## src/cache_pkg.sv

```systemverilog
// L1 cache shared types

package cache_pkg;

    localparam int WORD_W = 32;

    typedef logic [WORD_W-1:0] word_t;
    typedef logic [3:0]        byte_en_t;   // one bit per byte lane

    // processor side
    typedef struct packed {
        logic     ren;
        logic     wen;
        word_t    addr;
        word_t    wdata;
        byte_en_t byte_en;
    } proc_req_t;

    typedef struct packed {
        logic  busy;
        word_t rdata;
    } proc_rsp_t;

    // memory side, same layout as the processor bus
    typedef struct packed {
        logic     ren;
        logic     wen;
        word_t    addr;
        word_t    wdata;
        byte_en_t byte_en;
    } mem_req_t;

    typedef struct packed {
        logic  busy;
        word_t rdata;
    } mem_rsp_t;

    // controller FSM
    typedef enum logic [2:0] {
        IDLE,
        FETCH,       // block read from memory
        WB,          // dirty victim write-back before a fetch
        FLUSH_SCAN,  // one set per cycle
        FLUSH_WB     // write-back of a dirty set during flush
    } cache_state_t;

endpackage

```

## src/cache_lookup.sv

```systemverilog
// Address decode and hit logic

`timescale 1ns/1ps

module cache_lookup #(
    parameter int               CACHE_SIZE          = 1024,
    parameter int               BLOCK_SIZE          = 2,
    parameter cache_pkg::word_t NONCACHE_START_ADDR = 32'h8000_0000
) (
    input  cache_pkg::proc_req_t                      proc_req,
    input  logic                                      rd_valid,
    input  logic [cache_pkg::WORD_W-$clog2(CACHE_SIZE/4)-3:0] rd_tag,
    input  cache_pkg::word_t [BLOCK_SIZE-1:0]         rd_data,
    output logic [$clog2(CACHE_SIZE/(4*BLOCK_SIZE))-1:0] set_idx,
    output logic [$clog2(BLOCK_SIZE)-1:0]             word_off,
    output logic                                      hit,
    output logic                                      pass_through,
    output cache_pkg::word_t                          hit_word,
    output cache_pkg::word_t                          lane_mask,
    output cache_pkg::word_t                          lane_data
);

    localparam int N_SETS       = CACHE_SIZE / (4 * BLOCK_SIZE);
    localparam int N_SET_BITS   = $clog2(N_SETS);
    localparam int N_BLOCK_BITS = $clog2(BLOCK_SIZE);
    localparam int TAG_W        = cache_pkg::WORD_W - N_SET_BITS - N_BLOCK_BITS - 2;

    logic [TAG_W-1:0] req_tag;

    // addr = {tag, index, word offset, byte}
    assign req_tag  = proc_req.addr[cache_pkg::WORD_W-1 -: TAG_W];
    assign set_idx  = proc_req.addr[N_BLOCK_BITS+2 +: N_SET_BITS];
    assign word_off = proc_req.addr[2 +: N_BLOCK_BITS];

    // uncached region bypasses the array entirely
    assign pass_through = (proc_req.addr >= NONCACHE_START_ADDR);
    assign hit          = !pass_through && rd_valid && (rd_tag == req_tag);

    assign hit_word = rd_data[word_off];

    // byte_en to bit mask, odd patterns write the whole word
    always_comb begin
        case (proc_req.byte_en)
            4'b0001: lane_mask = 32'h0000_00ff;
            4'b0010: lane_mask = 32'h0000_ff00;
            4'b0100: lane_mask = 32'h00ff_0000;
            4'b1000: lane_mask = 32'hff00_0000;
            4'b0011: lane_mask = 32'h0000_ffff;   // lower half
            4'b1100: lane_mask = 32'hffff_0000;   // upper half
            default: lane_mask = 32'hffff_ffff;
        endcase
    end

    // data stays in its own lanes, the rest is zero
    assign lane_data = proc_req.wdata & lane_mask;

endmodule

```

## config.mk

```make
export PLATFORM = sky130hd
export DESIGN_NAME = cache_lookup
export DESIGN_NICKNAME = d
export VERILOG_FILES = /design/src/cache_pkg.sv /design/src/cache_lookup.sv
export SDC_FILE = /design/constraint.sdc
export NUM_CORES = 1
export LEC_CHECK = 0
export BUFFER_PORTS_ARGS = -buffer_cell sky130_fd_sc_hd__buf_2
export CORE_AREA = 3 3 101 103
export DETAILED_ROUTE_END_ITERATION = 6
export DIE_AREA = 0 0 104 106
export GPL_ROUTABILITY_DRIVEN = 0
export MAX_ROUTING_LAYER = met4
export PLACE_DENSITY = 0.54
export SETUP_SLACK_MARGIN = 0.15
export SLEW_MARGIN = 10
export SYNTH_ARGS = -nofsm -noshare
export SYNTH_HDL_FRONTEND = slang
export SYNTH_SLANG_ARGS = --single-unit
```

## constraint.sdc

```tcl
create_clock -name vclk -period 1.95
set_input_delay 0.39 -clock vclk [all_inputs]
set_output_delay 0.39 -clock vclk [all_outputs]
set_load 0.02 [all_outputs]
```

==> results of run 1 <==
==> Yosys cell counts, drive strengths merged <==
master / count
buf: 39
mux2: 32
nor2b: 32
xor2: 20
nor2: 7
xnor2: 5
inv: 4
nor4: 4
clkbuf: 2
nand4: 2
nand3: 1
nor3: 1
==> cells by family after synthesis <==
group | share of synthesized area
simple gates | 0.281
buf+inv | 0.254
xor+xnor | 0.176
mux | 0.290
==> path summary, 6_finish.rpt <==
check                         from    endpoint  cells after the start
worst min-delay path  proc_req[45]  set_idx[6]                      0
worst max-delay path     rd_tag[1]         hit                      6
==> metal layers <==
layer | vias up | track usage
met1 | 798 | 0.0778
met5 | - | -
met3 | 6 | 0.0158
met2 | 138 | 0.187
met4 | 0 | 0.0133
li1 | 879 | -
==> stage by stage <==
step                 util  std cells  hold WS (ps)
floorplan               -        149           893
global placement    0.253        483           780
detailed placement  0.253        483           780
CTS                 0.265        486           780
global route        0.293        494           780
finish              0.293        494           780
==> power by group <==
part	internal (mW)	switching (mW)	total, mW
Clock	0	0	0
Combinational	0.395	0.435	0.830
Sequential	0	0	0
Total	0.395	0.435	0.830
==> worst max-delay path, cell delays in order <==
cell and delay, ps:
buf_6 90, xor2_1 150, nor4_2 320, nand4_1 160, nor3_2 150, buf_4 170
==> cell type report <==
type,count,area share
multi-input cells,105,0.380
well taps,129,0.0593
repair buffers,256,0.554
inverters,4,0.00644
==> what timing repair did <==
action	4_1_cts	5_1_grt
setup buffers	2	8
hold buffers	0	0
gates cloned	1	0
endpoints found under the setup margin	18	55
pin swaps	6	10
resized for setup	12	60
==> impl_results.md, run 1 <==
- Data required, critical path: between 1500 and 2000 ps
- Dpl ws: -77.9 ps
- Die H: 106 µm
- Leakage power: ~1.5 nW
- Vias per Instance: approximately 3.7
- Min Tclk post-route: roughly 1800 ps
- Die ar.: ~11,000 µm²
- Area of the core: a little over 9000 µm²
- Mapped Area: between 1000 and 1500 µm²
- Syn Nets: 306
- Post-synth top area share: 0.272
- Final Cell Area: 2720 µm²
- NumNets Final: approximately 520
- Layout clock buffers: 0
- Area after DPL: roughly 2400 µm²
- Most common cell after layout, fill and taps aside: buf_2
- Worst-margin pin slew: around 290 ps
- Top Metal Used: met4
- Area contributors post-synth: mux2_2 (27%), buf_4 (24%), xor2_1 (14%)
- Cells after Synth: 149
- Sequential share of the synthesized area: 0
- Maxcap violations: 0
- Area grow syn2layout: 119%
- Diodes inserted: 0
- WL met1: 1710 µm
- Share of cells above drive strength 1: 0.885
- Met2 wire length: about 3400 µm
- Initial antenna violation count: 0
- Area occupied by multi-input gates: roughly 1000 µm²
- Worst Setup End Kind: output pin
- Crit share post-route: 0.938
- Num ports: 263
- CP max FO: 1
- Final antenna-violating net count: 0
- Overall power: just over 0.8 mW
- Min-Delay Path Class: in2out
- Worst setup SP type: primary input
- 1st-pass router iterations: 3
- Final worst setup slack: between 100 and 150 ps
- Initial Util: 0.134
- DRC errors left: 0
- Tot GR Track Use: 0.0863
- P per Cell Area: a little over 300 nW/µm²
- Avg WL per Cell: around 12 µm
- Port Buf Inserts: 245
- Met3 Routed Length: roughly 630 µm
- Status: complete, no violations
- Setup CP Type: in2out
- Num sequential: 0
- Row Count: 35
- Largest net degree at the start of global routing: 30
- Post-DP HPWL: 5010 µm
- Mean Syn Cell Area: 8.35 µm²
- Sum Neg Setup Slack: 0 ps
- First-pass GRT wire length: a little under 8000 µm
- Via total after detailed routing: around 1,800
- GR Overflow Total: 0
- Die Wd: 104 µm
- Synth cell types: 16
- Routed WL: just under 6000 µm
- Ys Warns: 0
- RSZ-0062 raised after global routing: yes
- Fmax: about 550 MHz
- Commonest non-fill, non-tap cells in the layout: buf_2 (216), mux2_2 (30), buf_4 (20), nor2b_2 (17), xor2_1 (16)
- Max-slew headroom: 0.806
- Final Hold Fails: 0
- Sequential cell area: 0 µm²
- Vias in the first global route: between 1,500 and 2,000
- Post-synth top area cell: mux2_2
- DRT iter0 DRCs: 58
- Fillcell total: approximately 1,000
- Crit path arrival time: around 1400 ps
- Setup Viol. Count Final: 0
- Fin. max-slew vios: 0
- Maximum vdd drop: roughly 0.10 mV
(Power assumes the default switching activity.)
==> run 2, diff against run 1 <==
ABC_AREA = 1   (was unset)
PLACE_DENSITY = 0.57   (was 0.54)
==> impl_results.md, run 2 <==
- Port Buf Inserts: approximately 250
- Vias per Instance: about 3.7
- Most common cell after layout, fill and taps aside: buf_2
- Dpl ws: 143 ps
- CP cell instances: buf_2 -> inv_2 -> nand2_2 -> xnor2_4 -> buf_4 -> nand2_4 -> nand2_1 -> inv_1 -> buf_2
- P per Cell Area: roughly 280 nW/µm²
- Fin. max-slew vios: 0
- Die Wd: about 100 µm
- Share of cells above drive strength 1: 0.559
- Worst Hold Depth: 0
- Min-Delay Path Class: in2out
- Largest net degree at the start of global routing: 34
- Routed WL: ~7000 µm
- HP Start: proc_req[44]
- DRT iter0 DRCs: 52
- CP max FO: 16
- Worst Setup End Kind: output pin
- Fin util: 0.283
- Post-DP HPWL: about 6600 µm
- Most common cell in the synthesized netlist: nand2_1
- First-pass GRT wire length: ~10,000 µm
- Crit share post-route: 0.897
- RSZ-0062 raised after global routing: yes
- Die ar.: 11,000 µm²
- Die H: 106 µm
- Num sequential: 0
- Crit path arrival time: 1360 ps
- Worst-margin pin slew: between 150 and 200 ps
- Final antenna-violating net count: 0
- Max-slew headroom: 0.879
- Status: complete, no violations
- Area of the core: 9280 µm²
- Setup CP Type: in2out
- Final Hold Fails: 0
- Sum Neg Setup Slack: 0 ps
- Final worst setup slack: 202 ps
- Maximum vdd drop: between 0.1 and 0.15 mV
- Synth top cells by count: nand2_1 (95), inv_1 (73), buf_4 (36)
- Vias in the first global route: around 2,200
- Row Count: 35
- Crit path buf inv count: 5
- NumNets Final: between 600 and 700
- Overall power: 0.745 mW
- Min Tclk post-route: 1750 ps
- Tot GR Track Use: 0.116
- Setup Viol. Count Final: 0
- Initial Util: 0.158
- Ys Warns: 0
- Via total after detailed routing: about 2,300
- Sequential cell area: 0 µm²
- Area grow syn2layout: 78.6%
- CP max stage delay: between 150 and 200 ps
- Mapped Area: between 1000 and 1500 µm²
- DRC errors left: 0
- Data required, critical path: 1560 ps
- Synth cell types: 17
- Syn Nets: between 400 and 500
- Mean Syn Cell Area: approximately 5.4 µm²
- GR Overflow Total: 0
- Slowest cell on the critical path: buf_2
- Top delay family on crit path: buffers and inverters
- Hold path endpoint: set_idx[5]
- 1st-pass router iterations: 3
- Layout clock buffers: 0
- Diodes inserted: 0
- Num ports: around 260
- Avg WL per Cell: around 12 µm
- Worst setup SP type: primary input
- Post-synth top area cell: nand2_1
- Post-synth top area share: 0.242
- Area contributors post-synth: nand2_1 (24%), inv_1 (19%), buf_4 (18%)
- Cell mode on critical path: buf_2
- Maxcap violations: 0
- Commonest non-fill, non-tap cells in the layout: buf_2 (245), nand2_1 (95), inv_1 (73), mux2_1 (22), nor2_1 (17)
- Cells after Synth: around 270
- Fmax: 572 MHz
- Leakage power: 1.88 nW
- Initial antenna violation count: 0
- Sequential share of the synthesized area: 0
[run 2: cell count changes in the layout (fill, tap and decap cells not counted), moves of 6 or more]
| cell | previous run | this run |
|---|---|---|
| inv_1 | 1 | 73 |
| nor2b_2 | 17 | 0 |
| buf_2 | 216 | 245 |
| mux2_1 | 2 | 22 |
| nor2b_1 | 12 | 0 |
| nor2_4 | 7 | 1 |
| buf_4 | 20 | 1 |
| nand2_1 | 0 | 95 |
| nor2_1 | 1 | 17 |
| mux2_2 | 30 | 10 |
| buf_6 | 14 | 0 |
| xor2_1 | 16 | 0 |
[run 2: final cells by class]
cell class                      instances  area [µm²]
Inverter                               75         283
Multi-Input combinational cell        156         910
Timing Repair Buffer                  248        1270
Fill cell                            1102        6660
Tap cell                              129         161
[run 2: metal layers]
metal	GRT usage	up-vias	part of all wire	wire length, µm
met1	0.104	958	0.31	2210
li1	-	1150	-	-
met4	0	0	0	0
met2	0.256	154	0.57	4030
met5	-	-	0	0
met3	0.0273	0	0.11	781
[run 2: cell families after synthesis]
group | share of synthesized area
buffers and inverters | 0.392
and+or+nand+nor | 0.335
AOI/OAI and AO/OA | 0.00340
muxes | 0.245
xor gates and xnor gates | 0.0247
[run 2: worst max path at each step]
stage / to / slack (ps) / start / cells after the start
finish: lane_data[13] / 200 / proc_req[0] / 9
global route: lane_data[15] / 120 / proc_req[0] / 9
floorplan: lane_mask[10] / 360 / proc_req[0] / 5
CTS: lane_data[17] / 170 / proc_req[0] / 9
detailed placement: lane_data[25] / 140 / proc_req[0] / 8
global placement: lane_data[28] / 160 / proc_req[0] / 8
[run 2: repair_timing]
item                                    in CTS  in global routing
hold buffers                                 0                  0
pin swaps                                    4                  1
gates resized for setup                      0                  1
cloned                                       1                  0
endpoints found under the setup margin      13                 27
endpoints found under the hold margin        0                  0
buffers inserted                             2                  0
[run 2: power by group]
part	internal (mW)	total, mW	switching, mW
combinational	0.313	0.745	0.432
clock	0	0	0
sequential	0	0	0
total	0.313	0.745	0.432
[run 2: metrics by stage]
stage / cells / hold slack [ps] / instance area (µm²)
2_1_floorplan: 271 / 860 / 1470
3_3_place_gp: 605 / 780 / 2580
3_5_place_dp: 605 / 780 / 2580
4_1_cts: 608 / 780 / 2620
5_1_grt: 608 / 780 / 2630
6_report: 608 / 780 / 2630
==> run 3, diff against run 2 <==
MAX_ROUTING_LAYER = unset   (was met4)
==> impl_results.md, run 3 (synthesized netlist as in run 2, its figures left out) <==
- Area grow syn2layout: 78.6%
- NumNets Final: 638
- Port Buf Inserts: ~250
- GR Overflow Total: 0
- Initial Util: 0.158
- Maxcap violations: 0
- Num sequential: 0
- Via total after detailed routing: ~2,300
- RSZ-0062 raised after global routing: yes
- Fin. max-slew vios: 0
- DRC errors left: 0
- Inst Count DP: 605
- Worst setup SP type: primary input
- Leakage power: roughly 1.9 nW
- Finished Layout Cells: ~610
- Post-DP HPWL: between 6000 and 7000 µm
- Fmax: roughly 570 MHz
- DRT iter0 DRCs: between 40 and 50
- Worst Setup End Kind: output pin
- Share of cells above drive strength 1: 0.559
- P per Cell Area: approximately 280 nW/µm²
- Commonest non-fill, non-tap cells in the layout: buf_2 (245), nand2_1 (95), inv_1 (73), mux2_1 (22), nor2_1 (17)
- Status: complete, no violations
- Setup Viol. Count Final: 0
- Crit share post-route: 0.897
- Slowest cell on the critical path: buf_2
- Sum Neg Setup Slack: 0 ps
- Worst-margin pin slew: 182 ps
- Crit path buf inv count: 5
- Largest net degree at the start of global routing: 34
- Vias per Instance: between 3 and 4
- 1st-pass router iterations: 3
- # hold bufs at CTS: 0
- Most common cell after layout, fill and taps aside: buf_2
- Diodes inserted: 0
- Top delay family on crit path: buffers and inverters
- Initial antenna violation count: 0
- Final Hold Fails: 0
- CP max stage delay: approximately 160 ps
- Die ar.: 11,000 µm²
- Die Wd: around 100 µm
- Maximum vdd drop: about 0.12 mV
- Avg WL per Cell: 11.6 µm
- Layout clock buffers: 0
- Max-slew headroom: 0.879
- Crit path to: lane_data[13]
- Tot GR Track Use: 0.113
- Fin util: 0.283
- Routed WL: ~7000 µm
- CP cell instances: buf_2 -> inv_2 -> nand2_2 -> xnor2_4 -> buf_4 -> nand2_4 -> nand2_1 -> inv_1 -> buf_2
- Die H: about 110 µm
- Final antenna-violating net count: 0
- First-pass GRT wire length: ~10,000 µm
- Cell mode on critical path: buf_2
- Crit path arrival time: between 1000 and 1500 ps
- CP max FO: 16
- Vias in the first global route: roughly 2,200
- Crit path launch: proc_req[0]
- Num ports: between 200 and 300
- Cell count along the critical path: 9
- Data required, critical path: ~1600 ps
- Min-Delay Path Class: in2out
- Sequential cell area: 0 µm²
- Setup CP Type: in2out
- Min Tclk post-route: roughly 1700 ps
- Area of the core: between 9000 and 10,000 µm²
- Row Count: 35
==> run 3: where the power goes <==
part	internal, mW	switching (mW)	total, mW
Clock	0	0	0
Sequential	0	0	0
Combinational	0.313	0.432	0.745
==> run 3: layout make-up <==
type | count | area (µm²)
Multi-Input combinational cell | 156 | 910
Tap cell | 129 | 161
Timing Repair Buffer | 248 | 1270
Fill cell | 1102 | 6660
Inverter | 75 | 283
==> run 3: worst min-delay path by stage <==
stage                     slack (ps)  cells past startpoint          from         end
after floorplan                  860                      1  proc_req[67]         hit
after global placement           780                      0  proc_req[40]  set_idx[1]
after detailed placement         780                      0  proc_req[40]  set_idx[1]
after CTS                        780                      0  proc_req[40]  set_idx[1]
after global routing             780                      0  proc_req[39]  set_idx[0]
final                            780                      0  proc_req[44]  set_idx[5]
==> run 3: routing by layer <==
layer / GRT usage / part of all wire
met5: 0 / 0
met1: 0.102 / 0.31
met4: 0 / 0
met3: 0.0304 / 0.11
met2: 0.256 / 0.57
==> run 3: through the flow <==
stage	hold slack, ps	instance area, µm²	total power [mW]	setup WS, ps
6_report	780	2630	0.745	202
5_1_grt	780	2630	0.815	115
4_1_cts	780	2620	0.751	171
3_5_place_dp	780	2580	0.731	143
3_3_place_gp	780	2580	0.725	160
2_1_floorplan	860	1470	0.486	356
==> run 3: what timing repair did <==
item,4_1_cts,5_1_grt
gates cloned,1,0
setup buffers,2,0
pin swaps,4,1
resized for setup,0,1
setup endpoints to repair,13,27
