<file path="src/cache_pkg.sv">
// L1 cache shared types

package cache_pkg;

    localparam int WORD_W = 32;

    typedef logic [WORD_W-1:0] word_t;
    typedef logic [3:0]        byte_en_t;   // one bit per byte lane

    // processor side
    typedef struct packed {
        logic     ren;
        logic     wen;
        word_t    addr;
        word_t    wdata;
        byte_en_t byte_en;
    } proc_req_t;

    typedef struct packed {
        logic  busy;
        word_t rdata;
    } proc_rsp_t;

    // memory side, same layout as the processor bus
    typedef struct packed {
        logic     ren;
        logic     wen;
        word_t    addr;
        word_t    wdata;
        byte_en_t byte_en;
    } mem_req_t;

    typedef struct packed {
        logic  busy;
        word_t rdata;
    } mem_rsp_t;

    // controller FSM
    typedef enum logic [2:0] {
        IDLE,
        FETCH,       // block read from memory
        WB,          // dirty victim write-back before a fetch
        FLUSH_SCAN,  // one set per cycle
        FLUSH_WB     // write-back of a dirty set during flush
    } cache_state_t;

endpackage

</file>
<file path="src/cache_controller.sv">
// Cache controller FSM

`timescale 1ns/1ps

module cache_controller #(
    parameter int CACHE_SIZE = 1024,
    parameter int BLOCK_SIZE = 2
) (
    input  logic                                      CLK,
    input  logic                                      nRST,
    input  cache_pkg::proc_req_t                      proc_req,
    input  logic                                      flush,
    output logic                                      flush_done,
    input  logic                                      hit,
    input  logic                                      pass_through,
    input  logic [$clog2(CACHE_SIZE/(4*BLOCK_SIZE))-1:0] set_idx,
    input  logic [$clog2(BLOCK_SIZE)-1:0]             word_off,
    input  logic                                      rd_valid,
    input  logic                                      rd_dirty,
    input  logic [cache_pkg::WORD_W-$clog2(CACHE_SIZE/4)-3:0] rd_tag,
    input  cache_pkg::word_t [BLOCK_SIZE-1:0]         rd_data,
    input  cache_pkg::word_t                          hit_word,
    input  cache_pkg::word_t                          lane_mask,
    input  cache_pkg::word_t                          lane_data,
    output cache_pkg::proc_rsp_t                      proc_rsp,
    output cache_pkg::mem_req_t                       mem_req,
    input  cache_pkg::mem_rsp_t                       mem_rsp,
    output logic [$clog2(CACHE_SIZE/(4*BLOCK_SIZE))-1:0] rd_idx,
    output logic                                      we,
    output logic [$clog2(CACHE_SIZE/(4*BLOCK_SIZE))-1:0] wr_idx,
    output logic                                      wr_valid,
    output logic                                      wr_dirty,
    output logic [cache_pkg::WORD_W-$clog2(CACHE_SIZE/4)-3:0] wr_tag,
    output cache_pkg::word_t [BLOCK_SIZE-1:0]         wr_data,
    output logic [cache_pkg::WORD_W*BLOCK_SIZE+cache_pkg::WORD_W-$clog2(CACHE_SIZE/4)-1:0] wr_mask
);

    localparam int N_SETS       = CACHE_SIZE / (4 * BLOCK_SIZE);
    localparam int N_SET_BITS   = $clog2(N_SETS);
    localparam int N_BLOCK_BITS = $clog2(BLOCK_SIZE);
    localparam int TAG_W        = cache_pkg::WORD_W - N_SET_BITS - N_BLOCK_BITS - 2;
    localparam int BLK_W        = TAG_W + N_SET_BITS;
    localparam int WCNT_W       = N_BLOCK_BITS + 1;
    localparam int SCNT_W       = N_SET_BITS + 1;

    cache_pkg::cache_state_t state, state_next;

    logic [WCNT_W-1:0]       word_cnt, word_cnt_next;
    logic [SCNT_W-1:0]       set_cnt, set_cnt_next;
    logic [BLK_W-1:0]        blk_addr, blk_addr_next;   // {tag, index} of the block in flight
    logic [N_BLOCK_BITS-1:0] word_idx;
    logic [TAG_W-1:0]        req_tag;
    logic                    req;
    logic                    word_done;
    logic                    scan_done;
    logic                    flushing;

    // write mask fields, packed into wr_mask below
    logic                              mask_valid;
    logic                              mask_dirty;
    logic                              mask_tag;
    cache_pkg::word_t [BLOCK_SIZE-1:0] data_mask;

    assign req       = proc_req.ren | proc_req.wen;
    assign req_tag   = proc_req.addr[cache_pkg::WORD_W-1 -: TAG_W];
    assign word_idx  = word_cnt[N_BLOCK_BITS-1:0];
    assign word_done = (word_cnt == WCNT_W'(BLOCK_SIZE));
    assign scan_done = (set_cnt == SCNT_W'(N_SETS));
    assign flushing  = (state == cache_pkg::FLUSH_SCAN) || (state == cache_pkg::FLUSH_WB);

    // the flush walks the sets, otherwise the request picks the set
    assign rd_idx  = flushing ? set_cnt[N_SET_BITS-1:0] : set_idx;
    assign wr_idx  = rd_idx;
    assign wr_mask = {mask_valid, mask_dirty, {TAG_W{mask_tag}}, data_mask};

    always_ff @(posedge CLK, negedge nRST) begin
        if (!nRST) begin
            state    <= cache_pkg::IDLE;
            word_cnt <= '0;
            set_cnt  <= '0;
        end else begin
            state    <= state_next;
            word_cnt <= word_cnt_next;
            set_cnt  <= set_cnt_next;
        end
    end

    always_ff @(posedge CLK) begin
        blk_addr <= blk_addr_next;
    end

    always_comb begin
        state_next      = state;
        word_cnt_next   = word_cnt;
        set_cnt_next    = set_cnt;
        blk_addr_next   = blk_addr;
        flush_done      = 1'b0;

        proc_rsp.busy   = 1'b1;
        proc_rsp.rdata  = hit_word;

        mem_req.ren     = 1'b0;
        mem_req.wen     = 1'b0;
        mem_req.addr    = {blk_addr, word_idx, 2'b00};
        mem_req.wdata   = rd_data[word_idx];   // write-back source
        mem_req.byte_en = 4'b1111;

        we              = 1'b0;
        wr_valid        = 1'b0;
        wr_dirty        = 1'b0;
        wr_tag          = req_tag;
        wr_data         = '0;
        mask_valid      = 1'b0;
        mask_dirty      = 1'b0;
        mask_tag        = 1'b0;
        data_mask       = '0;

        case (state)
            cache_pkg::IDLE: begin
                if (!req) begin
                    if (flush) begin
                        set_cnt_next = '0;
                        state_next   = cache_pkg::FLUSH_SCAN;
                    end
                end else if (pass_through) begin
                    mem_req.ren     = proc_req.ren;
                    mem_req.wen     = proc_req.wen;
                    mem_req.addr    = proc_req.addr;
                    mem_req.wdata   = lane_data;
                    mem_req.byte_en = proc_req.byte_en;
                    proc_rsp.busy   = mem_rsp.busy;
                    proc_rsp.rdata  = mem_rsp.rdata;
                end else if (hit) begin
                    proc_rsp.busy = 1'b0;
                    if (proc_req.wen) begin
                        we                  = 1'b1;
                        wr_dirty            = 1'b1;
                        mask_dirty          = 1'b1;
                        wr_data[word_off]   = lane_data;
                        data_mask[word_off] = lane_mask;
                    end
                end else if (rd_valid && rd_dirty) begin
                    blk_addr_next = {rd_tag, set_idx};   // victim goes out first
                    state_next    = cache_pkg::WB;
                end else begin
                    blk_addr_next = {req_tag, set_idx};
                    state_next    = cache_pkg::FETCH;
                end
            end

            cache_pkg::FETCH: begin
                mem_req.ren = !word_done;
                if (word_done) begin
                    // all words in, now claim the frame
                    we            = 1'b1;
                    wr_valid      = 1'b1;
                    mask_valid    = 1'b1;
                    mask_dirty    = 1'b1;
                    mask_tag      = 1'b1;
                    word_cnt_next = '0;
                    state_next    = cache_pkg::IDLE;
                end else if (!mem_rsp.busy) begin
                    we                  = 1'b1;
                    wr_data[word_idx]   = mem_rsp.rdata;
                    data_mask[word_idx] = '1;
                    word_cnt_next       = word_cnt + 1'b1;
                end
            end

            cache_pkg::WB, cache_pkg::FLUSH_WB: begin
                mem_req.wen = !word_done;
                if (word_done) begin
                    we            = 1'b1;
                    mask_dirty    = 1'b1;   // clean after write-back
                    word_cnt_next = '0;
                    if (state == cache_pkg::WB) begin
                        blk_addr_next = {req_tag, set_idx};
                        state_next    = cache_pkg::FETCH;
                    end else begin
                        mask_valid   = 1'b1;   // flush also drops the frame
                        set_cnt_next = set_cnt + 1'b1;
                        state_next   = cache_pkg::FLUSH_SCAN;
                    end
                end else if (!mem_rsp.busy) begin
                    word_cnt_next = word_cnt + 1'b1;
                end
            end

            cache_pkg::FLUSH_SCAN: begin
                if (scan_done) begin
                    flush_done = 1'b1;
                    state_next = cache_pkg::IDLE;
                end else if (rd_valid && rd_dirty) begin
                    blk_addr_next = {rd_tag, set_cnt[N_SET_BITS-1:0]};
                    state_next    = cache_pkg::FLUSH_WB;
                end else begin
                    we           = 1'b1;   // invalidate clean or empty set
                    mask_valid   = 1'b1;
                    mask_dirty   = 1'b1;
                    set_cnt_next = set_cnt + 1'b1;
                end
            end

            default: state_next = cache_pkg::IDLE;
        endcase
    end

endmodule

</file>
<file path="config.mk">
export PLATFORM = sky130hd
export DESIGN_NAME = cache_controller
export DESIGN_NICKNAME = d
export VERILOG_FILES = /design/src/cache_pkg.sv /design/src/cache_controller.sv
export SDC_FILE = /design/constraint.sdc
export NUM_CORES = 1
export LEC_CHECK = 0
export BUFFER_PORTS_ARGS = -buffer_cell sky130_fd_sc_hd__buf_2
export CORE_AREA = 2 2 232 234
export DETAILED_ROUTE_END_ITERATION = 12
export DIE_AREA = 0 0 234 236
export PLACE_DENSITY = 0.35
export SETUP_SLACK_MARGIN = 0.15
export SLEW_MARGIN = 20
export SYNTH_ARGS = -nofsm -noshare
export SYNTH_HDL_FRONTEND = slang
export SYNTH_SLANG_ARGS = --single-unit
</file>
<file path="constraint.sdc">
create_clock -name CLK -period 4.04 [get_ports CLK]
set_clock_uncertainty 0.15 [all_clocks]
set_input_delay 0.606 -clock CLK [delete_from_list [all_inputs] [get_ports CLK]]
set_output_delay 0.606 -clock CLK [all_outputs]
set_load 0.05 [all_outputs]
</file>
==> implementation parameters, run 1 <==
Parameter                              Value

Timing
  Worst path setup slack after routing ... 640 ps
  Final count of negative-setup-slack endpoints ... 0
  Slew @ Worst Pin ... 690 ps
  Number of slew-limit violations in the final report ... 0
  Final period demand of the worst path ... 3400 ps
  RSZ-0062 raised after global routing ... false
  Setup Total Neg Slack ... 0 ps
  Achievable frequency ... 294 MHz
  Final Hold Slack ... 50.4 ps
  Slew HR ... 0.540
  Final Cycle Share ... 0.842
  Hold Vio Cnt, Final ... 0

Synth
  Most instantiated library cell after synthesis ... mux2_2
  Post-synthesis adder-cell area fraction ... 0.00460
  Dominant synthesized flop cell ... edfxtp_1
  Syn_nets ... 910
  Synth Area in Simple Gates ... 0.111
  Xor and xnor fraction of the mapped netlist area ... 0
  Post-synth ARST share ... 0.310
  Post-synthesis sequential element count ... 42
  Distinct cell type count of the synthesized netlist ... 48
  Number of enable flip-flop cells after synthesis ... 29
  Cell taking the most area after synthesis ... mux2_2
  Mean post-synth cell area ... 8.95 um^2
  Biggest area contributors in the synthesized netlist ... mux2_2 19%, edfxtp_1 16%, a22o_1 10%
  Area fraction in compound gates after synthesis ... 0.269
  Multiplexer area fraction after synthesis ... 0.257
  Seq/Total Area, Yosys ... 0.220
  Warning count from the yosys run ... 0
  Most frequent cells after synthesis ... 94 x mux2_2, 64 x a21o_1, 64 x a22o_1
  Main combinational cell family by area after synthesis ... compound AO/OA/AOI/OAI gates
  Share of the synthesized area in the top cell type ... 0.195
  Post-Synthesis Cell Area ... 5440 um^2
  Cell count after synthesis ... 608

Placed design
  Port-buffer cells ... 562
  Hpwl dp ... 24,500 um
  Routability Congestion ... 0.819
  Cell area reported after detailed placement ... 8670 um^2
  Post-Place Setup Slack ... 816 ps

Floorplan
  I/O pins ... 595
  Y dimension of the die ... 236 um
  Initial standard-cell utilization of the core ... 0.103
  Die outline width ... 234 um
  Core Footprint ... 53,100 um^2
  Floorplan row count ... 85
  Die area ... 55,200 um^2

Setup path
  Worst setup SP type ... flip-flop
  Endpoint class of the critical path ... primary output
  CP Data Arrival Time ... 2640 ps
  Category of the most critical setup path ... flip-flop to primary output
  Reg-to-Reg Start ... state[2]
  Worst Path Required ... 3280 ps
  First element of the critical path ... state[1]
  Number of cell instances on the worst register-to-register path ... 7
  CP Max Fanout ... 18

Global route
  Antenna violations before repair ... 3
  Total global-route track usage ... 0.0969
  Global route total overflow ... 0
  Pin count of the biggest net entering global routing ... 65
  Via count of the first global-routing pass ... 6,145
  First-pass GRT wire length ... 40,500 um

Route
  Avg WL per Cell ... 16.4 um
  Post-detailed-route DRC marker count ... 0
  Vias per Instance ... 3.69
  First-pass iteration count of the detailed router ... 4
  Post-DRT Antenna Nets ... 0
  Vias after detailed routing ... 6,595
  Detailed-route wire length ... 29,300 um
  Number of violations reported at the end of detailed-routing iteration 0 ... 309

Clock network
  CTS buffer count ... 5
  PostCTS Resize Cnt ... 0
  Clock insertion delay at the later pin of the skew report ... 290 ps
  Number of levels the H-tree was split into ... 2
  CTS tree ... yes
  Setup repair bufs after CTS ... 0
  Number of buffers between clock root and the deepest sink ... 2
  Number of hold-repair buffers added at the cts stage ... 0
  Root Buffer ... clkbuf_16
  Number of sinks on the clock net ... 42
  Clock-pin slew reported for the worst setup and hold paths after clock tree synthesis ... 70 ps

Pwr
  Max rail drop VDD ... 0.351 mV
  Leakage power ... 4.98 nW
  Total power density per cell area ... 779 nW/um^2

Run status
  Result of the run ... completed

Layout
  Share of layout cells above drive strength 1 ... 0.646
  Design area ... 8880 um^2
  Number of nets in the finished design ... 1,393
  Synth-to-layout area growth ... 63.1%
  Number of fill cells in the layout ... 6,052
  Total area of multi-input combinational cells ... 3540 um^2
  Sequential cell area ... 1200 um^2

Job
  Max cap viols ... 0

Worst hold path
  Min-delay worst type ... primary input to async pin
-- routing by layer --
| layer | GRT usage | vias to the layer above | share of wire | wire length (um) |
|---|---|---|---|---|
| met4 | 0.00940 | 6 | 0.0045 | 133 |
| met1 | 0.125 | 3099 | 0.44 | 12800 |
| met3 | 0.0264 | 16 | 0.076 | 2220 |
| met5 | 0 | - | 0.0012 | 35 |
| li1 | - | 3186 | - | - |
| met2 | 0.166 | 288 | 0.48 | 14100 |
-- worst max-delay path, cell delays in order (launching register included) --
cell	delay (ps)
dfrtp_1	370
or3_4	440
nor3_2	260
and2_2	510
buf_12	220
a22o_1	210
buf_2	290
-- layout by cell type, fill, tap and decap left out, types with 5 or more instances in the layout --
cell	n
nor2_1	46
edfxtp_1	29
a21oi_1	43
mux2_2	94
mux2i_1	34
a21o_1	64
and3_1	5
buf_12	5
inv_1	7
a22o_1	64
clkbuf_16	5
buf_2	562
nand3_1	7
buf_4	16
nor3_1	6
o21ai_0	21
nand2_1	21
dfrtp_1	12
-- through the flow --
stage	instances	utilization	total power [mW]
finish	1789	0.167	6.91
global route	1788	0.167	7.26
CTS	1788	0.167	7.00
detailed placement	1780	0.163	6.41
global placement	1780	0.163	6.44
floorplan	608	-	5.14
-- worst paths after layout --
kind	slack [ps]	end
max in group asynchronous	3420	word_cnt[0]
min in group CLK	410	set_cnt[1]
worst max register to register	1620	set_cnt[7]
worst min register to register	410	set_cnt[1]
worst max-delay path	640	wr_data[58]
worst min-delay path	50	set_cnt[1]
-- cells by family (layout without fill, tap and decap cells) --
family,Yosys count,after routing
other,0,1
muxes,128,128
and+or+nand+nor,117,117
buffers and inverters,115,599
DFF,42,42
adders and majority gates,2,2
AOI/OAI and AO/OA,204,204
-- flip-flops by register name, summed over array words and instances, names as in the netlist --
name      count
blk_addr     29
set_cnt       8
state         3
word_cnt      2
-- report_power, final --
part           internal [mW]  switching, mW
registers              0.740         0.0798
clock network          0.372          0.180
logic                   1.44           4.11
total                   2.55           4.37
-- layout make-up --
type | count | area share
clock inverter | 2 | 0.00677
clock buffer | 6 | 0.0156
inverter | 8 | 0.00338
tap | 696 | 0.0981
antenna | 1 | 0.000282
sequential | 42 | 0.135
multi-input combinational | 451 | 0.399
timing repair buffer | 583 | 0.342
No activity file was read; power rests on OpenSTA's default activity.
==> inputs of run 2 (changes only) <==
- ABC_AREA: unset -> 1
- CORE_AREA: 2 2 232 234 -> 2 2 231 233
- DIE_AREA: 0 0 234 236 -> 0 0 233 235
- PLACE_DENSITY: 0.35 -> 0.36
- clock period: 4.04 -> 2.9 ns (I/O delays scaled with it)
==> implementation parameters, run 2 <==
Parameter                              Value

Run status
  Result of the run ... completed (unchanged)

Setup path
  Worst setup SP type ... flip-flop (unchanged)
  CP Data Arrival Time ... 2100 ps (was 2640 ps)
  Reg-to-Reg Start ... state[2] (unchanged)
  Capture point of the worst reg-to-reg path ... blk_addr[21] (was set_cnt[7])
  Crit-path leading delay family ... buffers and inverters (was simple AND/OR/NAND/NOR gates)
  Number of cell instances on the worst register-to-register path ... 7 (unchanged)
  Worst Path Required ... 2320 ps (was 3280 ps)
  Category of the most critical setup path ... flip-flop to primary output (unchanged)
  Delay of the slowest critical-path stage ... 460 ps (was 510 ps)
  Register-to-register path setup slack ... 630 ps (was 1620 ps)
  CP Max Fanout ... 27 (was 18)
  Slowest cell on the critical path ... dfrtp_2 (was and2_2)
  WP buf/inv ... 5 (was 2)
  CP Cell Sequence ... inv_2 -> nand2_2 -> nor2_4 -> buf_4 -> nand2_4 -> buf_12 -> buf_12 -> or2_2 -> buf_4 (was or3_4 -> nor3_2 -> and2_2 -> buf_12 -> a22o_1 -> buf_2)
  Endpoint class of the critical path ... primary output (unchanged)

Worst hold path
  Hold path endpoint ... blk_addr[9]
  Hold Path Depth ... 3
  Launch instance of the worst min-delay path ... proc_req[48]
  Min-delay worst type ... primary input to flip-flop (was primary input to async pin)

Synth
  Most frequent cells after synthesis ... 229 x nand2_1, 148 x inv_1, 81 x o21ai_0 (was 94 x mux2_2, 64 x a21o_1, 64 x a22o_1)
  Most instantiated library cell after synthesis ... nand2_1 (was mux2_2)
  Post-synth ARST share ... 0.310 (unchanged)
  Post-Synthesis Cell Area ... 5410 um^2 (was 5440 um^2)
  Cell count after synthesis ... 922 (was 608)
  Number of enable flip-flop cells after synthesis ... 29 (unchanged)
  Seq/Total Area, Yosys ... 0.221 (was 0.220)
  Dominant synthesized flop cell ... edfxtp_1 (unchanged)
  Mean post-synth cell area ... 5.86 um^2 (was 8.95 um^2)
  Post-synthesis sequential element count ... 42 (unchanged)
  Share of the synthesized area in the top cell type ... 0.161 (was 0.195)
  Syn_nets ... 1,224 (was 910)
  Biggest area contributors in the synthesized netlist ... edfxtp_1 16%, nand2_1 16%, inv_1 10% (was mux2_2 19%, edfxtp_1 16%, a22o_1 10%)
  Cell taking the most area after synthesis ... edfxtp_1 (was mux2_2)
  Distinct cell type count of the synthesized netlist ... 34 (was 48)
  Warning count from the yosys run ... 0 (unchanged)

Timing
  Final count of negative-setup-slack endpoints ... 0 (unchanged)
  RSZ-0062 raised after global routing ... true (was false)
  Achievable frequency ... 372 MHz
  Hold Vio Cnt, Final ... 0 (unchanged)
  Slew HR ... 0.612 (was 0.540)
  Number of slew-limit violations in the final report ... 0 (unchanged)
  Slew @ Worst Pin ... 582 ps (was 690 ps)
  Final Cycle Share ... 0.927
  Final period demand of the worst path ... 2690 ps

Floorplan
  Initial standard-cell utilization of the core ... 0.104 (was 0.103)
  Die area ... 54,800 um^2 (was 55,200 um^2)
  I/O pins ... 595 (unchanged)
  Y dimension of the die ... 235 um (was 236 um)
  Floorplan row count ... 84 (was 85)
  Die outline width ... 233 um (was 234 um)
  Core Footprint ... 52,200 um^2 (was 53,100 um^2)

Global route
  Pin count of the biggest net entering global routing ... 62 (was 65)
  Via count of the first global-routing pass ... 7,494 (was 6,145)
  Total global-route track usage ... 0.116 (was 0.0969)
  First-pass GRT wire length ... 47,700 um (was 40,500 um)
  Antenna violations before repair ... 0 (was 3)
  Global route total overflow ... 0 (unchanged)

Layout
  Leading cell type in the layout, fill and taps excluded ... buf_2 (unchanged)
  Number of fill cells in the layout ... 5,999 (was 6,052)
  Top reg by flops ... blk_addr (unchanged)
  Largest register FFs ... 29 (unchanged)
  Synth-to-layout area growth ... 88.0% (was 63.1%)
  Commonest cells after routing, fill and taps aside ... 420 x buf_2, 228 x nand2_1, 147 x inv_1 (was 562 x buf_2, 94 x mux2_2, 64 x a21o_1, 64 x a22o_1, 46 x nor2_1)
  Share of layout cells above drive strength 1 ... 0.498 (was 0.646)
  Non-filler instance count after layout ... 2,113 (was 1,789)
  Number of nets in the finished design ... 1,725 (was 1,393)
  Top Registers ... blk_addr (29), set_cnt (8), state (3) (unchanged)

Clock network
  Number of levels the H-tree was split into ... 2 (unchanged)
  Number of buffers between clock root and the deepest sink ... 2 (unchanged)
  Number of sinks on the clock net ... 42 (unchanged)
  CTS tree ... yes (unchanged)
  Clock-pin slew reported for the worst setup and hold paths after clock tree synthesis ... 70 ps (about the same)
  CTS buffer count ... 5 (unchanged)
  Clock insertion delay at the later pin of the skew report ... 300 ps (was 290 ps)
  Root Buffer ... clkbuf_16 (unchanged)

Route
  Met3 routed wirelength ... 2020 um (was 2220 um)
  Detailed-route wire length ... 35,300 um (was 29,300 um)
  Total routed wire length on the met1 layer ... 14,700 um (was 12,800 um)
  Post-detailed-route DRC marker count ... 0 (unchanged)
  First-pass iteration count of the detailed router ... 4 (unchanged)
  Vias after detailed routing ... 8,016 (was 6,595)
  Avg WL per Cell ... 16.7 um (was 16.4 um)
  Post-DRT Antenna Nets ... 0 (unchanged)
  Top routing layer used ... met4 (was met5)
  Vias per Instance ... 3.79 (was 3.69)
  Number of violations reported at the end of detailed-routing iteration 0 ... 319 (was 309)
  Sum of met2 wire segment lengths after detailed routing ... 18,000 um (was 14,100 um)

Job
  Max cap viols ... 0 (unchanged)

Pwr
  Clock group share of total power ... 0.066 (was 0.080)
  Internal ... 3.95 mW (was 2.55 mW)
  Tot Pwr ... 11.3 mW (was 6.91 mW)
  Net switching power of the design ... 7.39 mW (was 4.37 mW)
  Proportion of power drawn by combinational gates ... 0.831 (was 0.802)
  Leakage power ... 5.53 nW (was 4.98 nW)
  Register share of total power ... 0.103 (was 0.119)
  Fraction of power spent switching nets ... 0.652 (was 0.631)
  Total power density per cell area ... 1120 nW/um^2 (was 779 nW/um^2)
  Max rail drop VDD ... 0.613 mV (was 0.351 mV)

Placed design
  Routability Congestion ... 0.861 (was 0.819)
  Placed cell count ... 2,086 (was 1,780)
  Hpwl dp ... 27,900 um (was 24,500 um)
  Port-buffer cells ... 562 (unchanged)
run 2: timing repair:
action / CTS / global route
hold endpoints to repair: 13 / 0
endpoints found under the setup margin: 128 / 191
pin swaps: 5 / 5
gates resized for setup: 39 / 190
hold buffers: 1 / 0
gates cloned: 1 / 4
buffers inserted: 6 / 6
run 2: worst max path at each step:
| stage | end | slack (ps) | cells past startpoint | startpoint |
|---|---|---|---|---|
| 2_1_floorplan | wr_idx[0] | -120 | 6 | state[1] |
| 3_3_place_gp | wr_mask[1] | 310 | 7 | state[2] |
| 3_5_place_dp | wr_mask[1] | 280 | 7 | state[2] |
| 4_1_cts | mem_req[55] | 110 | 9 | state[1] |
| 5_1_grt | mem_req[0] | 110 | 9 | state[1] |
| 6_report | mem_req[0] | 210 | 9 | state[0] |
run 2: logic make-up (layout without fill, tap and decap cells):
family	after synthesis	after routing	share of synthesized area
and+or+nand+nor	345	345	0.263
other	0	1	0
xor gates and xnor gates	3	3	0.00486
DFF	42	42	0.221
buffers and inverters	269	771	0.238
adders and majority gates	2	2	0.00463
AOI/OAI and AO/OA	261	261	0.268
run 2: tightest hold or removal path, delay by kind of cell:
family	cells	cell delay, ps
AO/OA/AOI/OAI	1	60
buffers and inverters	1	100
AND/OR/NAND/NOR	1	50
run 2: final cells by class:
cell class | count | area, um^2 | area share
clock inverter | 3 | 63.8 | 0.00628
clock buffer | 5 | 125 | 0.0123
antenna | 1 | 2.50 | 0.000246
sequential | 42 | 1200 | 0.118
multi-input combinational | 611 | 3290 | 0.323
tap | 688 | 861 | 0.0847
inverter | 155 | 587 | 0.0577
timing repair buffer | 608 | 4040 | 0.397
run 2: through the flow:
stage	TNS [ps]	utilization	worst slack, ps	hold WS, ps	cell area (um^2)
CTS	0	0.184	111	280	9620
finish	0	0.195	213	299	10200
global route	0	0.195	110	315	10200
detailed placement	0	0.177	280	204	9230
floorplan	-602	-	-120	-10.6	5610
global placement	0	0.177	314	209	9230
run 2: metal layers:
metal	track usage	vias up
met1	0.141	3703
met3	0.0153	21
li1	-	3937
met2	0.216	355
met4	0.0237	0
met5	0	-
run 2: power by group through the flow:
stage	logic (mW)	clock network (mW)	registers (mW)
detailed placement	8.97	0	1.18
global route	9.94	0.811	1.20
floorplan	6.51	0	1.11
finish	9.43	0.751	1.17
CTS	9.13	0.792	1.18
global placement	9.00	0	1.17
==> inputs of run 3 (changes only) <==
- CTS_BUF_LIST: unset -> sky130_fd_sc_hd__clkbuf_8
- PLACE_DENSITY: 0.36 -> 0.35
- clock period: 2.9 -> 2.5 ns (I/O delays scaled with it)
==> implementation parameters, run 3 (synthesis results as in run 2) <==
Parameter                              Value

Run status
  Result of the run ... finished with violations (was completed)
  Failing checks ... negative setup slack

Timing
  Final period demand of the worst path ... 2600 ps
  Number of slew-limit violations in the final report ... 0 (unchanged)
  Worst path setup slack after routing ... -99.0 ps (was 213 ps)
  Setup Total Neg Slack ... -2950 ps (was 0 ps)
  Final Cycle Share ... 1.04
  RSZ-0062 raised after global routing ... true (unchanged)
  Achievable frequency ... 385 MHz
  Slew @ Worst Pin ... 468 ps (was 582 ps)
  Slew HR ... 0.688 (was 0.612)
  Hold Vio Cnt, Final ... 0 (unchanged)
  Final Hold Slack ... 224 ps (was 299 ps)
  Final count of negative-setup-slack endpoints ... 82 (was 0)

Floorplan
  Die outline width ... 233 um (unchanged)
  Die area ... 54,800 um^2 (unchanged)
  Core Footprint ... 52,200 um^2 (unchanged)
  Floorplan row count ... 84 (unchanged)
  Y dimension of the die ... 235 um (unchanged)
  I/O pins ... 595 (unchanged)
  Initial standard-cell utilization of the core ... 0.104 (unchanged)

Placed design
  Hpwl dp ... 29,200 um (was 27,900 um)
  Placed cell count ... 2,139 (was 2,086)
  Cell area reported after detailed placement ... 10,800 um^2 (was 9230 um^2)
  Routability Congestion ... 0.819 (was 0.861)
  Port-buffer cells ... 562 (unchanged)

Route
  Vias after detailed routing ... 8,493 (was 8,016)
  Number of violations reported at the end of detailed-routing iteration 0 ... 268 (was 319)
  Avg WL per Cell ... 17.6 um (was 16.7 um)
  Post-DRT Antenna Nets ... 0 (unchanged)
  Vias per Instance ... 3.87 (was 3.79)
  First-pass iteration count of the detailed router ... 6 (was 4)
  Post-detailed-route DRC marker count ... 0 (unchanged)
  Detailed-route wire length ... 38,600 um (was 35,300 um)

Layout
  Design area ... 14,300 um^2 (was 10,200 um^2)
  Number of nets in the finished design ... 1,805 (was 1,725)
  Leading cell type in the layout, fill and taps excluded ... buf_2 (unchanged)
  Synth-to-layout area growth ... 164% (was 88.0%)
  Commonest cells after routing, fill and taps aside ... 315 x buf_2, 223 x buf_6, 212 x nand2_1 (was 420 x buf_2, 228 x nand2_1, 147 x inv_1)
  Top Registers ... blk_addr (29), set_cnt (8), state (3) (unchanged)
  Non-filler instance count after layout ... 2,193 (was 2,113)
  Share of layout cells above drive strength 1 ... 0.656 (was 0.498)
  Largest register FFs ... 29 (unchanged)
  Number of fill cells in the layout ... 5,611 (was 5,999)
  Top reg by flops ... blk_addr (unchanged)

Setup path
  CP Data Arrival Time ... 2070 ps (was 2100 ps)
  WP buf/inv ... 4 (was 5)
  CP Max Fanout ... 9 (was 27)
  CP Cell Sequence ... inv_2 -> nand2_4 -> nor2_4 -> nand2_2 -> nor2_4 -> buf_12 -> nand2_8 -> buf_16 -> o22ai_4 -> buf_6 (was inv_2 -> nand2_2 -> nor2_4 -> buf_4 -> nand2_4 -> buf_12 -> buf_12 -> or2_2 -> buf_4)
  Endpoint class of the critical path ... primary output (unchanged)
  Worst Path Required ... 1980 ps (was 2320 ps)
  Category of the most critical setup path ... flip-flop to primary output (unchanged)
  Slowest cell on the critical path ... dfrtp_2 (unchanged)
  Worst setup SP type ... flip-flop (unchanged)
  Delay of the slowest critical-path stage ... 430 ps (was 460 ps)
  Crit-path leading delay family ... buffers and inverters (unchanged)
  Cell repeated most along the worst path ... nor2_4

Clock network
  CTS buffer count ... 5 (unchanged)
  Number of sinks on the clock net ... 42 (unchanged)
  Clock-pin slew reported for the worst setup and hold paths after clock tree synthesis ... 90 ps (was 70 ps)
  Number of buffers between clock root and the deepest sink ... 2 (unchanged)
  CTS tree ... yes (unchanged)
  Clock insertion delay at the later pin of the skew report ... 310 ps (was 300 ps)
  Root Buffer ... clkbuf_8 (was clkbuf_16)
  Number of levels the H-tree was split into ... 2 (unchanged)

Worst hold path
  Min-delay worst type ... primary input to flip-flop (unchanged)

Pwr
  Total power density per cell area ... 1150 nW/um^2 (was 1120 nW/um^2)
  Register share of total power ... 0.081 (was 0.103)
  Max rail drop VDD ... 0.650 mV (was 0.613 mV)
  Leakage power ... 6.73 nW (was 5.53 nW)
  Internal ... 6.62 mW (was 3.95 mW)
  Fraction of power spent switching nets ... 0.596 (was 0.652)
  Clock group share of total power ... 0.027 (was 0.066)
  Net switching power of the design ... 9.76 mW (was 7.39 mW)
  Proportion of power drawn by combinational gates ... 0.892 (was 0.831)
  Tot Pwr ... 16.4 mW (was 11.3 mW)

Global route
  Pin count of the biggest net entering global routing ... 45 (was 62)
  Antenna violations before repair ... 5 (was 0)
  Total global-route track usage ... 0.127 (was 0.116)
  First-pass GRT wire length ... 52,500 um (was 47,700 um)
  Global route total overflow ... 0 (unchanged)
  Via count of the first global-routing pass ... 8,483 (was 7,494)

Job
  Max cap viols ... 0 (unchanged)
## run 3: changes by cell type in the layout (fill, tap and decap cells not counted), sizes merged
cell    change
bufinv      -2
inv         +2
nand2       +1
clkbuf     -51
nor2        +1
buf       +128
bufbuf      +1
## run 3: per-layer routing
metal  track usage  wire, um  up-vias  share of wire
li1              -         -     4131              -
met1         0.139     14700     3978           0.38
met2         0.248     20900      334           0.54
met3        0.0193      2130       44          0.055
met4        0.0326       803        6          0.021
met5             0        40        -         0.0010
## run 3: layout make-up
class / instances / area [um^2] / share of cell area
antenna: 1 / 2.50 / 0.000175
clock buffer: 5 / 68.8 / 0.00482
clock inverter: 3 / 11.3 / 0.000789
inverter: 155 / 597 / 0.0418
multi-input combinational: 613 / 5260 / 0.369
sequential: 42 / 1200 / 0.0842
tap: 688 / 861 / 0.0603
timing repair buffer: 686 / 6270 / 0.439
## run 3: path summary, 6_finish.rpt
check | startpoint | end | slack, ps | cells past startpoint
min in group asynchronous | nRST | set_cnt[1] | 340 | 2
max reg2reg | word_cnt[0] | blk_addr[11] | 410 | 6
max in group asynchronous | nRST | set_cnt[5] | 1590 | 2
max | state[1] | wr_data[15] | -100 | 10
min reg2reg | set_cnt[7] | set_cnt[7] | 400 | 2
min | proc_req[51] | blk_addr[12] | 220 | 3
## run 3: worst min-delay path: cells and delay by family
kind,cells,cell delay [ps]
AND/OR/NAND/NOR,1,50
AO/OA/AOI/OAI,1,60
buffers and inverters,1,100
## run 3: per-stage QoR
step / utilization / setup slack [ps]
after CTS: 0.249 / -127
after detailed placement: 0.207 / 105
final: 0.273 / -99.0
after global placement: 0.207 / 111
after floorplan: - / -85.8
after global routing: 0.273 / -185
## run 3: repair_timing
item,4_1_cts,5_1_grt
hold buffers,1,0
setup endpoints to repair,265,260
endpoints found under the hold margin,13,0
gates cloned,9,9
resized for setup,479,305
pin swaps,14,15
buffers inserted,22,4
## run 3: power groups by stage
| stage | registers (mW) | clock network (mW) | logic, mW |
|---|---|---|---|
| finish | 1.32 | 0.447 | 14.6 |
| global route | 1.36 | 0.491 | 15.3 |
| CTS | 1.31 | 0.477 | 13.4 |
| detailed placement | 1.31 | 0 | 11.6 |
| global placement | 1.31 | 0 | 11.7 |
| floorplan | 1.29 | 0 | 8.38 |
